===== src/rtl/cps2_pkg.sv =====
// Shared definitions for the CPS2-style opcode decrypt path
// Key loader sizes, fetch port widths and round count
// Fetch kind enum and keystream FSM state enum

package cps2_pkg;

    // Key loader
    localparam int KEY_BYTES = 20;      // Config bytes per key load
    localparam int KEY_W     = 64;      // Permuted key width
    localparam int RNG_W     = 16;      // Address limit width

    // Fetch port
    localparam int ADDR_W    = 24;      // Word address
    localparam int DATA_W    = 16;      // Word width

    // Keystream
    localparam int ROUNDS    = 4;       // One key slice per round

    // Kind of bus cycle behind a fetch
    // Data reads always pass through untouched
    typedef enum logic {
        FETCH_DATA   = 1'b0,
        FETCH_OPCODE = 1'b1
    } fetch_kind_e;

    // Mask generator FSM
    typedef enum logic [1:0] {
        KS_IDLE  = 2'd0,    // Waiting for start
        KS_ROUND = 2'd1,    // One round per cycle
        KS_DONE  = 2'd2     // Recovery cycle before next start
    } ks_state_e;

endpackage


===== src/rtl/cps2_decrypt_top.sv =====
// Top level of the opcode decrypt path
// Key loader, keystream generator, fetch gate and output combiner
// Fixed latency of 5 cycles from accept to dout_valid

`timescale 1ns/1ps

module cps2_decrypt_top #(
    parameter bit BETA_SUPPORT = 1'b0
) (
    input  logic                         clk,
    input  logic                         rst,
    input  logic [7:0]                   din,
    input  logic                         din_we,
    input  logic                         fetch_valid,
    output logic                         fetch_ready,
    input  logic [cps2_pkg::ADDR_W-1:0]  fetch_addr,
    input  cps2_pkg::fetch_kind_e        fetch_kind,
    input  logic [cps2_pkg::DATA_W-1:0]  fetch_data,
    output logic [cps2_pkg::DATA_W-1:0]  dout,
    output logic                         dout_valid,
    output logic                         key_ready
);

    logic [cps2_pkg::KEY_W-1:0]   key;
    logic [cps2_pkg::RNG_W-1:0]   addr_rng;
    logic                         start;
    logic [cps2_pkg::DATA_W-1:0]  mask;
    logic                         mask_done;
    logic [cps2_pkg::DATA_W-1:0]  word;         // Captured encrypted word
    logic                         decrypt_en;
    logic                         done;

    cps2_keyload #(
        .BETA_SUPPORT (BETA_SUPPORT)
    ) i_cps2_keyload (
        .clk       (clk),
        .rst       (rst),
        .din       (din),
        .din_we    (din_we),
        .key       (key),
        .addr_rng  (addr_rng),
        .key_ready (key_ready)
    );

    cps2_keystream i_cps2_keystream (
        .clk        (clk),
        .rst        (rst),
        .start      (start),
        .fetch_addr (fetch_addr),   // Sampled on start
        .key        (key),
        .mask       (mask),
        .mask_done  (mask_done)
    );

    cps2_fetch_gate i_cps2_fetch_gate (
        .clk         (clk),
        .rst         (rst),
        .fetch_valid (fetch_valid),
        .fetch_ready (fetch_ready),
        .fetch_addr  (fetch_addr),
        .fetch_kind  (fetch_kind),
        .fetch_data  (fetch_data),
        .addr_rng    (addr_rng),
        .key_ready   (key_ready),
        .done        (done),
        .start       (start),
        .word        (word),
        .decrypt_en  (decrypt_en)
    );

    cps2_fetch_mux i_cps2_fetch_mux (
        .clk        (clk),
        .rst        (rst),
        .mask       (mask),
        .mask_done  (mask_done),
        .word       (word),
        .decrypt_en (decrypt_en),
        .dout       (dout),
        .dout_valid (dout_valid),
        .done       (done)
    );

endmodule


===== src/rtl/cps2_fetch_gate.sv =====
// Fetch gate
// Valid/ready handshake with single fetch in flight
// Word capture and decrypt decision (key loaded, opcode, address in range)

`timescale 1ns/1ps

module cps2_fetch_gate (
    input  logic                         clk,
    input  logic                         rst,
    input  logic                         fetch_valid,
    output logic                         fetch_ready,
    input  logic [cps2_pkg::ADDR_W-1:0]  fetch_addr,
    input  cps2_pkg::fetch_kind_e        fetch_kind,
    input  logic [cps2_pkg::DATA_W-1:0]  fetch_data,
    input  logic [cps2_pkg::RNG_W-1:0]   addr_rng,
    input  logic                         key_ready,
    input  logic                         done,
    output logic                         start,
    output logic [cps2_pkg::DATA_W-1:0]  word,
    output logic                         decrypt_en
);

    logic busy;         // Accept until done
    logic in_range;
    logic need_dec;

    assign fetch_ready = !busy;
    assign start       = fetch_valid && fetch_ready;   // Accept pulse

    // Upper address bits against the loaded limit
    assign in_range = fetch_addr[cps2_pkg::ADDR_W-1 -: cps2_pkg::RNG_W] <= addr_rng;
    assign need_dec = key_ready
                   && (fetch_kind == cps2_pkg::FETCH_OPCODE)
                   && in_range;

    always_ff @(posedge clk or posedge rst) begin
        if (rst) begin
            busy <= 1'b0;
        end else begin
            if (start)
                busy <= 1'b1;
            else if (done)
                busy <= 1'b0;       // Ready again next cycle
        end
    end

    // Held for the combiner until the mask is ready
    always_ff @(posedge clk) begin
        if (start) begin
            word       <= fetch_data;
            decrypt_en <= need_dec;
        end
    end

    // Combiner answers only for an accepted fetch
    a_done_while_busy: assert property (
        @(posedge clk) disable iff (rst) done |-> busy
    );

endmodule


===== src/rtl/cps2_fetch_mux.sv =====
// Output combiner
// Applies the mask to opcode words or passes data words as read
// Registered result with one-cycle valid and done pulses

`timescale 1ns/1ps

module cps2_fetch_mux (
    input  logic                         clk,
    input  logic                         rst,
    input  logic [cps2_pkg::DATA_W-1:0]  mask,
    input  logic                         mask_done,
    input  logic [cps2_pkg::DATA_W-1:0]  word,
    input  logic                         decrypt_en,
    output logic [cps2_pkg::DATA_W-1:0]  dout,
    output logic                         dout_valid,
    output logic                         done
);

    logic [cps2_pkg::DATA_W-1:0] plain;

    assign plain = decrypt_en ? (word ^ mask) : word;  // Bypass outside the range

    always_ff @(posedge clk or posedge rst) begin
        if (rst)
            dout_valid <= 1'b0;
        else
            dout_valid <= mask_done;    // Single pulse per fetch
    end

    // Word only moves when a mask completes
    always_ff @(posedge clk) begin
        if (mask_done)
            dout <= plain;
    end

    assign done = dout_valid;           // Frees the gate as the word leaves

endmodule


===== src/rtl/cps2_keyload.sv =====
// Serial key loader
// Edge-detected byte strobe, 160-bit shift register and 12-bit checksum
// Fixed bit permutation into key and address limit
// Beta board key override, key-ready flag

`timescale 1ns/1ps

module cps2_keyload #(
    parameter bit BETA_SUPPORT = 1'b0
) (
    input  logic                        clk,
    input  logic                        rst,
    input  logic [7:0]                  din,
    input  logic                        din_we,
    output logic [cps2_pkg::KEY_W-1:0]  key,
    output logic [cps2_pkg::RNG_W-1:0]  addr_rng,
    output logic                        key_ready
);

    localparam int RAW_W = cps2_pkg::KEY_BYTES * 8;     // 160 raw bits
    localparam int GRP_N = RAW_W / 16;                  // Permutation groups
    localparam int SUM_W = 12;
    localparam int CNT_W = $clog2(cps2_pkg::KEY_BYTES + 1);
    localparam int BETA_BITS = 10;

    logic             we_l;        // Strobe from last cycle
    logic             byte_take;
    logic [RAW_W-1:0] raw;
    logic [RAW_W-1:0] cfg;
    logic [SUM_W-1:0] sum;
    logic [CNT_W-1:0] byte_cnt;
    logic             known_sum;
    logic             beta_force;

    // Each 16-bit group takes raw bits base+10..15, base+0..7 and the two
    // bits just below the previous group; key groups come in swapped pairs
    function automatic logic [RAW_W-1:0] permute(input logic [RAW_W-1:0] r);
        logic [RAW_W-1:0] p;
        int               base;
        int               src;
        p = '0;
        for (int g = 0; g < GRP_N; g++) begin
            base = (g < 6) ? 16 * g : 16 * (g ^ 1);
            for (int j = 0; j < 16; j++) begin
                if (j < 6)
                    src = base + 10 + j;
                else if (j < 14)
                    src = base + j - 6;
                else
                    src = (base + RAW_W - 8 + j - 14) % RAW_W;  // Wraps for group 0
                p[RAW_W - 1 - 16 * g - j] = r[src];
            end
        end
        return p;
    endfunction

    assign byte_take = din_we && !we_l;     // Rising edge only

    always_ff @(posedge clk or posedge rst) begin
        if (rst) begin
            we_l      <= 1'b0;
            sum       <= '0;
            byte_cnt  <= '0;
            key_ready <= 1'b0;
        end else begin
            we_l <= din_we;
            if (byte_take) begin
                sum <= sum + {{(SUM_W-8){1'b0}}, din};
                if (byte_cnt != CNT_W'(cps2_pkg::KEY_BYTES))
                    byte_cnt <= byte_cnt + 1'b1;                // Saturates
                if (byte_cnt == CNT_W'(cps2_pkg::KEY_BYTES - 1))
                    key_ready <= 1'b1;                          // Sticky until reset
            end
        end
    end

    // New byte enters at the top, oldest falls off the bottom
    always_ff @(posedge clk) begin
        if (byte_take)
            raw <= {din, raw[RAW_W-1:8]};
    end

    // Production board checksums
    always_comb begin
        case (sum)
            12'h7ac, 12'h7d9,
            12'h70c, 12'h6f5, 12'h6eb, 12'h646,
            12'h51c, 12'h5f9, 12'h604, 12'h4c1,
            12'h741,
            12'h647, 12'h628, 12'h4bd,
            12'h747, 12'h666, 12'h6c0, 12'h6cf, 12'h6ed,
            12'h69c: known_sum = 1'b1;
            default: known_sum = 1'b0;
        endcase
    end

    assign beta_force = BETA_SUPPORT && !known_sum;    // Unknown sum means beta board

    assign cfg      = permute(raw);
    assign key      = cfg[cps2_pkg::KEY_W-1:0]
                    | {{(cps2_pkg::KEY_W-BETA_BITS){1'b0}}, {BETA_BITS{beta_force}}};
    assign addr_rng = cfg[RAW_W-1 -: cps2_pkg::RNG_W];   // Top group

    // Once a full key is in, it stays valid
    a_key_ready_sticky: assert property (
        @(posedge clk) disable iff (rst) $past(key_ready) |-> key_ready
    );

endmodule


===== src/rtl/cps2_keystream.sv =====
// Keystream mask generator
// FSM with round counter, one rotate-and-XOR round per cycle
// Mask seeded from the low address bits, mixed with key slices

`timescale 1ns/1ps

module cps2_keystream (
    input  logic                         clk,
    input  logic                         rst,
    input  logic                         start,
    input  logic [cps2_pkg::ADDR_W-1:0]  fetch_addr,
    input  logic [cps2_pkg::KEY_W-1:0]   key,
    output logic [cps2_pkg::DATA_W-1:0]  mask,
    output logic                         mask_done
);

    localparam int DW    = cps2_pkg::DATA_W;
    localparam int CNT_W = $clog2(cps2_pkg::ROUNDS);
    localparam int HI_W  = 8;           // Upper address bits mixed per round
    localparam int ROT   = 3;

    cps2_pkg::ks_state_e           state;
    logic [CNT_W-1:0]              rnd;        // Current round
    logic [cps2_pkg::ADDR_W-1:0]   addr_q;
    logic [DW-1:0]                 mask_q;     // Mask after previous rounds
    logic [DW-1:0]                 mask_rot;
    logic [DW-1:0]                 key_slice;
    logic [DW-1:0]                 addr_hi;
    logic [DW-1:0]                 mask_nxt;
    logic                          last_rnd;

    // Round function, rotate first then XOR
    assign mask_rot  = {mask_q[DW-ROT-1:0], mask_q[DW-1 -: ROT]};
    assign key_slice = key[rnd * DW +: DW];
    assign addr_hi   = {{(DW-HI_W){1'b0}}, addr_q[cps2_pkg::ADDR_W-1 -: HI_W]};
    assign mask_nxt  = mask_rot ^ key_slice ^ addr_hi;

    assign last_rnd  = (state == cps2_pkg::KS_ROUND) && (rnd == CNT_W'(cps2_pkg::ROUNDS - 1));

    // Final round result goes straight out, taken by the combiner
    assign mask      = mask_nxt;
    assign mask_done = last_rnd;

    always_ff @(posedge clk or posedge rst) begin
        if (rst) begin
            state <= cps2_pkg::KS_IDLE;
            rnd   <= '0;
        end else begin
            case (state)
                cps2_pkg::KS_IDLE: begin
                    if (start) begin
                        state <= cps2_pkg::KS_ROUND;
                        rnd   <= '0;
                    end
                end
                cps2_pkg::KS_ROUND: begin
                    rnd <= rnd + 1'b1;                          // Wraps to 0 after last
                    if (last_rnd)
                        state <= cps2_pkg::KS_DONE;
                end
                cps2_pkg::KS_DONE: state <= cps2_pkg::KS_IDLE;  // Gate still busy here
                default: state <= cps2_pkg::KS_IDLE;
            endcase
        end
    end

    // Address and mask seed latched on start
    always_ff @(posedge clk) begin
        if (state == cps2_pkg::KS_IDLE && start) begin
            addr_q <= fetch_addr;
            mask_q <= fetch_addr[DW-1:0];
        end else if (state == cps2_pkg::KS_ROUND) begin
            mask_q <= mask_nxt;
        end
    end

    // Gate must hold off new fetches until the FSM is back
    a_start_in_idle: assert property (
        @(posedge clk) disable iff (rst) start |-> state == cps2_pkg::KS_IDLE
    );

endmodule


===== config.mk =====
export PLATFORM = sky130hd
export DESIGN_NAME = cps2_decrypt_top
export DESIGN_NICKNAME = d
export VERILOG_FILES = /design/src/rtl/cps2_pkg.sv /design/src/rtl/cps2_decrypt_top.sv /design/src/rtl/cps2_fetch_gate.sv /design/src/rtl/cps2_fetch_mux.sv /design/src/rtl/cps2_keyload.sv /design/src/rtl/cps2_keystream.sv
export SDC_FILE = /design/constraint.sdc
export NUM_CORES = 1
export LEC_CHECK = 0
export BUFFER_PORTS_ARGS = -buffer_cell sky130_fd_sc_hd__buf_2
export CAP_MARGIN = 20
export CORE_MARGIN = 4
export CORE_UTILIZATION = 39
export CTS_CLUSTER_DIAMETER = 100
export CTS_CLUSTER_SIZE = 28
export DETAILED_ROUTE_END_ITERATION = 10
export GPL_TIMING_DRIVEN = 1
export MAX_ROUTING_LAYER = met4
export PLACE_DENSITY_LB_ADDON = 0.12
export SYNTH_ARGS = -nofsm -noshare
export SYNTH_HDL_FRONTEND = slang
export SYNTH_HIERARCHICAL = 1
export SYNTH_SLANG_ARGS = --single-unit
export TNS_END_PERCENT = 5

===== constraint.sdc =====
create_clock -name clk -period 3.3 [get_ports clk]
set_clock_uncertainty 0.1 [all_clocks]
set_input_delay 0.33 -clock clk [delete_from_list [all_inputs] [get_ports clk]]
set_output_delay 0.33 -clock clk [all_outputs]
set_load 0.05 [all_outputs]

# --- Word level (Yosys, flattened, before mapping) ---
# Cells that the tools add are included.
op_classes:
  addsub: 2
  magnitude_cmp: 1
  eq_ne: 6
  shifts: 1
  mux: 10
  n_bitwise: 3
  n_reduce_logical: 16
ops:
  columns: ["op", "n"]
  rows:
  - ["64-bit by 7-bit indexed part select with 16-bit output", 1]
  - ["16-bit two-way mux", 3]
  - ["16-bit bitwise XOR", 2]
  - ["16-bit less-or-equal comparator", 1]
  - ["16-bit by 8-bit bitwise XOR with 16-bit output", 1]
  - ["2-bit case mux with 2 select lines", 2]
  - ["2-bit AND reduction", 4]
  - ["1-bit logical AND", 6]
  - ["2-bit two-way mux", 3]
  - ["2-bit nonzero test", 3]
  - ["5-bit by 1-bit adder with 5-bit output, second input constant", 1]
  - ["5-bit == test, second input constant", 1]
  - ["5-bit != test, second input constant", 1]
  - ["2-bit by 1-bit != test with 1-bit output, second input constant", 2]
  - ["2-bit by 1-bit adder with 2-bit output, second input constant", 1]
  - ["2-bit by 1-bit == test with 1-bit output, second input constant", 1]
  - ["2-bit == test, second input constant", 1]
  - ["1-bit zero test", 2]
  - ["2-bit zero test", 1]
  - ["1-bit two-way mux", 2]
totals:
  register_bits: 246
  in_bits: 53
  output_inout_bits: 19
  word_cells: 52

# --- Logic depth before layout (Yosys ltp) ---
logic_depth:
  word_depth: 5
  ltp_mapped: 7
  mapped_depth_nobuf: 6

# --- Hierarchy ---
# Netlist, hierarchy kept.
modules_own_cells:
  columns: ["mod", "instances", "cells_per_inst", "area_per_inst_um2", "seq_area_each_um2"]
  rows:
  - ["cps2_keyload", 1, 268, 5761.8, 4979.8]
  - ["cps2_keystream", 1, 104, 1741.7, 820.8]
  - ["cps2_fetch_gate", 1, 79, 979.7, 535.5]
  - ["cps2_fetch_mux", 1, 53, 760.7, 505.5]

# --- Worst setup path before layout ---
# Ideal clock, no wire load.
synth_path:
  path_type: "register to register"
  start: "register i_cps2_fetch_gate.busy"
  end: "register i_cps2_keystream/addr_q[16] in the netlist's numbering, enable pin"
  setup_time_ns: 0.325
  arrival_ns: 2.225
  t_required_ns: 2.875
  setup_slack_ns: 0.651
  stages_incl_launch_ff: 5
  n_path_buf: 1
  period_less_slack_ns: 2.649
  cell_sequence: "dfrtp_1 -> nor2b_1 -> nand2_1 -> clkbuf_1 -> inv_1"
synth_between:
  elab_chain_len: 3
synth_lines:
  columns: ["item", "line", "rtl"]
  rows:
  - ["start: declaration", "cps2_fetch_gate.sv:23", "logic busy;"]
  - ["start signal: assignment", "cps2_fetch_gate.sv:38", "busy <= 1'b0;"]
  - ["start signal: assignment", "cps2_fetch_gate.sv:41", "busy <= 1'b1;"]
  - ["start signal: assignment", "cps2_fetch_gate.sv:43", "busy <= 1'b0;"]
  - ["1-bit zero test", "cps2_fetch_gate.sv:27", "assign fetch_ready = !busy;"]
  - ["1-bit logical AND", "cps2_fetch_gate.sv:28", "assign start = fetch_valid && fetch_ready;"]
  - ["net start", "cps2_decrypt_top.sv:26", "logic start;"]
  - ["1-bit logical AND", "cps2_keystream.sv:69", "if (state == cps2_pkg::KS_IDLE && start) begin"]
  - ["end signal: assignment", "cps2_keystream.sv:70", "addr_q <= fetch_addr;"]
  - ["end: declaration", "cps2_keystream.sv:24", "logic [cps2_pkg::ADDR_W-1:0] addr_q;"]
# The timed path passes the listed nets, and every way through them passes these cells.
# A chain may end at the register's enable or synchronous reset.

# --- Final worst setup path ---
layout_path:
  start: "register i_cps2_keystream.rnd[0]"
  end: "register i_cps2_fetch_mux/dout[3] in the netlist's numbering (data pin)"
layout_between:
  elab_chain_len: 5
layout_lines:
  columns: ["item", "line", "rtl"]
  rows:
  - ["start: declaration", "cps2_keystream.sv:23", "logic [CNT_W-1:0] rnd;"]
  - ["start signal: assignment", "cps2_keystream.sv:57", "rnd <= rnd + 1'b1;"]
  - ["64-bit by 7-bit indexed part select with 16-bit output", "cps2_keystream.sv:34", "assign key_slice = key[rnd * DW +: DW];"]
  - ["16-bit bitwise XOR", "cps2_keystream.sv:36", "assign mask_nxt = mask_rot ^ key_slice ^ addr_hi;"]
  - ["16-bit by 8-bit bitwise XOR with 16-bit output", "cps2_keystream.sv:36", null]
  - ["net mask (one bit)", "cps2_decrypt_top.sv:27", "logic [cps2_pkg::DATA_W-1:0] mask;"]
  - ["16-bit bitwise XOR", "cps2_fetch_mux.sv:21", "assign plain = decrypt_en ? (word ^ mask) : word;"]
  - ["16-bit two-way mux", "cps2_fetch_mux.sv:21", null]
  - ["net i_cps2_fetch_mux.plain (one bit)", "cps2_fetch_mux.sv:19", "logic [cps2_pkg::DATA_W-1:0] plain;"]
  - ["end signal: assignment", "cps2_fetch_mux.sv:33", "dout <= plain;"]
  - ["end: declaration", "cps2_fetch_mux.sv:14", "output logic [cps2_pkg::DATA_W-1:0] dout,"]
# The timed path passes the listed nets, and every way through them passes these cells.

==> out/qor.yml <==
floorplan:
  die_area_um2: 26200
  dieWidth_um: 162
  core_um2: 23400
  io_pins: 72
  std_cell_rows: 56
  dieHeight_um: 162
  start_util: 0.395
clock_tree:
  clockBufferDepth: 3
  cts.sink_count: 230
  numCtsBuffers: 12
  clk_latency_ps: 470
  clockRootBuffer: "clkbuf_16"
  cts_tree: "built"
  clk_pin_slew_ps: 110
  post-cts-setup-buffer-count: 0
  cts_resized: 0
  cts.htree.levels: 1
outcome:
  status: "completed"
sta:
  period_share: 0.672
  slew_violations: 0
  timing.fmax_mhz: 451
  worst_pin_slew_ps: 865
  grt_setup_unrepaired: "false"
  slew-limit-headroom: 0.422
  setup_viol: 0
  min_period_ps: 2220
  setup_tns_ps: 0
  hold_viol_final: 0
  setup_ws_ps: 1080
synth:
  synthTopCellsByArea: "edfxtp_1 (70%), buf_4 (6.6%), dfrtp_1 (3.5%)"
  synthSimpleGateAreaFrac: 0.0268
  synth_nets: 576
  syn_inst: 504
  synth-compound-area-share: 0.0165
  synth_top_area_frac: 0.705
  synth_fa_ha_area_frac: 0.0257
  yosys_warnings: 6
  synth_edf_count: 217
  synth_area_um2: 9240
  synth.area.mux_share: 0.0638
  synth_cell_types: 43
  synthArstFlopShare: 0.0565
  yosys.area.top_type: "edfxtp_1"
  seq_area_frac_synth: 0.740
  ys_seq_elements: 230
  syn_avg_cell_area_um2: 18.3
  synth_ff_type: "edfxtp_1"
  synth-xor-area-share: 0.0407
  synth_top_family_by_area: "buffers and inverters"
setup_path:
  critPathBufInv: 1
  worstPathMaxFanout: 19
  setup.worst_path.class: "register to register"
  crit_chain: "buf_4 -> mux4_1 -> xnor2_1 -> nand2_2 -> xnor2_1"
  slowest_stage: "mux4_1"
  cp_top_family: "multiplexers"
  worstSetupStartpointType: "register"
  cp.required_ps: 3430
  cp-end-kind: "register"
  critPathMostFrequentCell: "xnor2_1"
  critPathMaxStageDelay_ps: 710
  worstPathArrival_ps: 2350
hold_path:
  hold_class: "primary input to register"
placed_design:
  hpwl_um: 10800
  globalplace.congestion: 0.791
  place_worst_setup_slack_ps: 1060
  placedCellCount: 812
  port_buffers: 71
routing:
  dr.pass1.iters: 5
  drc: 0
  post_drt_wl_per_cell_um: 18.4
  routed_wirelength_um: 15900
  drtIter0Drc: 289
  num_vias: 3988
  vias_per_cell: 4.62
  antenna_left: 0
layout:
  antenna_cells: 0
  final_util: 0.430
  layout.cells.non_filler: 863
  area_growth_pct: 8.99
  drive_gt1_frac: 0.239
  fin_nets: 613
pwr:
  p_leak_nw: 3.62
  vdd_drop_max_mv: 0.355
  cellPowerDensity_nw_per_um2: 715
grt:
  grt_pass1_wl_um: 24000
  antenna_found_initial: 0
  grt_max_degree: 73
  grt_usage: 0.123
  grt_pass1_vias: 4093
  overflow: 0
job:
  max_cap_violations: 0
==> where the power goes <==
group          leakage, nW  total, mW  internal, mW  switching (mW)
Combinational         1.25       1.69         0.785           0.900
Clock                0.174       1.61         0.736           0.878
Sequential            2.19       3.90          3.68           0.225
==> metrics by stage <==
stage	total power, mW	area (um2)	hold WS, ps
2_1_floorplan	5.29	9240	-41.3
3_3_place_gp	5.61	9380	104
3_5_place_dp	5.66	9380	104
4_1_cts	7.31	10100	40.1
5_1_grt	7.59	10100	47.7
6_report	7.20	10100	63.8
==> cell families after synthesis <==
family,count (synthesis)
AO/OA/AOI/OAI,20
XOR/XNOR,43
adder cells (fa/ha/maj),19
buffers and inverters,116
flip-flops,230
multiplexers,33
AND/OR/NAND/NOR,43
==> final timing paths <==
path | startpoint | to | slack, ps | cells after the start
worst max-delay path | i_cps2_keystream/rnd[0] | i_cps2_fetch_mux/dout[3] | 1080 | 5
worst min-delay path | fetch_addr[1] | i_cps2_keystream/mask_q[1] | 60 | 2
worst max register to register | i_cps2_keystream/rnd[0] | i_cps2_fetch_mux/dout[3] | 1080 | 5
worst min register to register | i_cps2_keyload/raw[61] | i_cps2_keyload/raw[53] | 300 | 0
max in group asynchronous | rst | i_cps2_keyload/byte_cnt[3] | 2590 | 3
min in group asynchronous | rst | i_cps2_fetch_mux/done | 160 | 3
==> repair_timing <==
| action | in CTS | in global routing |
|---|---|---|
| endpoints found under the setup margin | 0 | 0 |
| hold buffers | 34 | 0 |
| hold endpoints to repair | 46 | 0 |
==> registers in the layout, summed over array words and instances (netlist names) <==
signal and flops:
i_cps2_fetch_gate/decrypt_en 1, i_cps2_keyload/key_ready 1, i_cps2_keystream/addr_q 8, i_cps2_fetch_mux/done 1
i_cps2_keystream/rnd 2, i_cps2_fetch_mux/dout 16, i_cps2_keyload/raw 160, i_cps2_keyload/we_l 1
i_cps2_keystream/mask_q 16, i_cps2_fetch_gate/busy 1, i_cps2_fetch_gate/word 16, i_cps2_keyload/byte_cnt 5
i_cps2_keystream/state 2
==> worst reg2reg max path: cells and delay by family (launching register included) <==
kind | cells | cell delay (ps)
DFF | 1 | 350
muxes | 1 | 720
xor gates and xnor gates | 2 | 420
buffers and inverters | 1 | 300
and+or+nand+nor | 1 | 80
==> Yosys cell counts (all sizes together), types with 2 or more instances <==
cell type  number
nand2          22
dfrtp          13
inv            28
nand3b          2
mux2           17
xor2            8
buf            86
xnor2          35
nand4           4
nor2            2
and3            2
a21oi           7
edfxtp        217
ha             19
mux4           16
nor2b           2
clkbuf          2
o21bai          2
nand3           4
o21ai           3
==> metal layers <==
metal,global-route usage,wire [um]
met1,0.185,7800
met2,0.174,6930
met3,0.0213,921
met4,0.0304,276
met5,-,0
==> final cells by class <==
class | count | area [um2]
fill | 2103 | 13300
sequential | 230 | 6840
multi-input combinational | 158 | 1610
timing repair buffer | 111 | 766
tap | 319 | 399
clock buffer | 15 | 333
inverter | 28 | 105
clock inverter | 2 | 23.8
==> placed cells by master, fill, tap and decap left out, drive strengths merged <==
cell / Yosys / routed
edfxtp: 217 / 217
buf: 86 / 77
xnor2: 35 / 35
dlygate4sd3: 0 / 34
inv: 28 / 29
nand2: 22 / 22
ha: 19 / 19
mux2: 17 / 17
mux4: 16 / 16
clkbuf: 2 / 15
dfrtp: 13 / 13
xor2: 8 / 8
a21oi: 7 / 7
nand3: 4 / 4
nand4: 4 / 4
o21ai: 3 / 3
o21bai: 2 / 2
nor2: 2 / 2
and3: 2 / 2
nor2b: 2 / 2
nand3b: 2 / 2
clkinv: 0 / 1
a221o: 1 / 1
o211ai: 1 / 1
nor4: 1 / 1
a21boi: 1 / 1
a21o: 1 / 1
and4: 1 / 1
o31ai: 1 / 1
and2b: 1 / 1
and3b: 1 / 1
o21a: 1 / 1
and2: 1 / 1
a41o: 1 / 1
a32o: 1 / 1
Note: power is estimated with default switching activity, not from simulation.
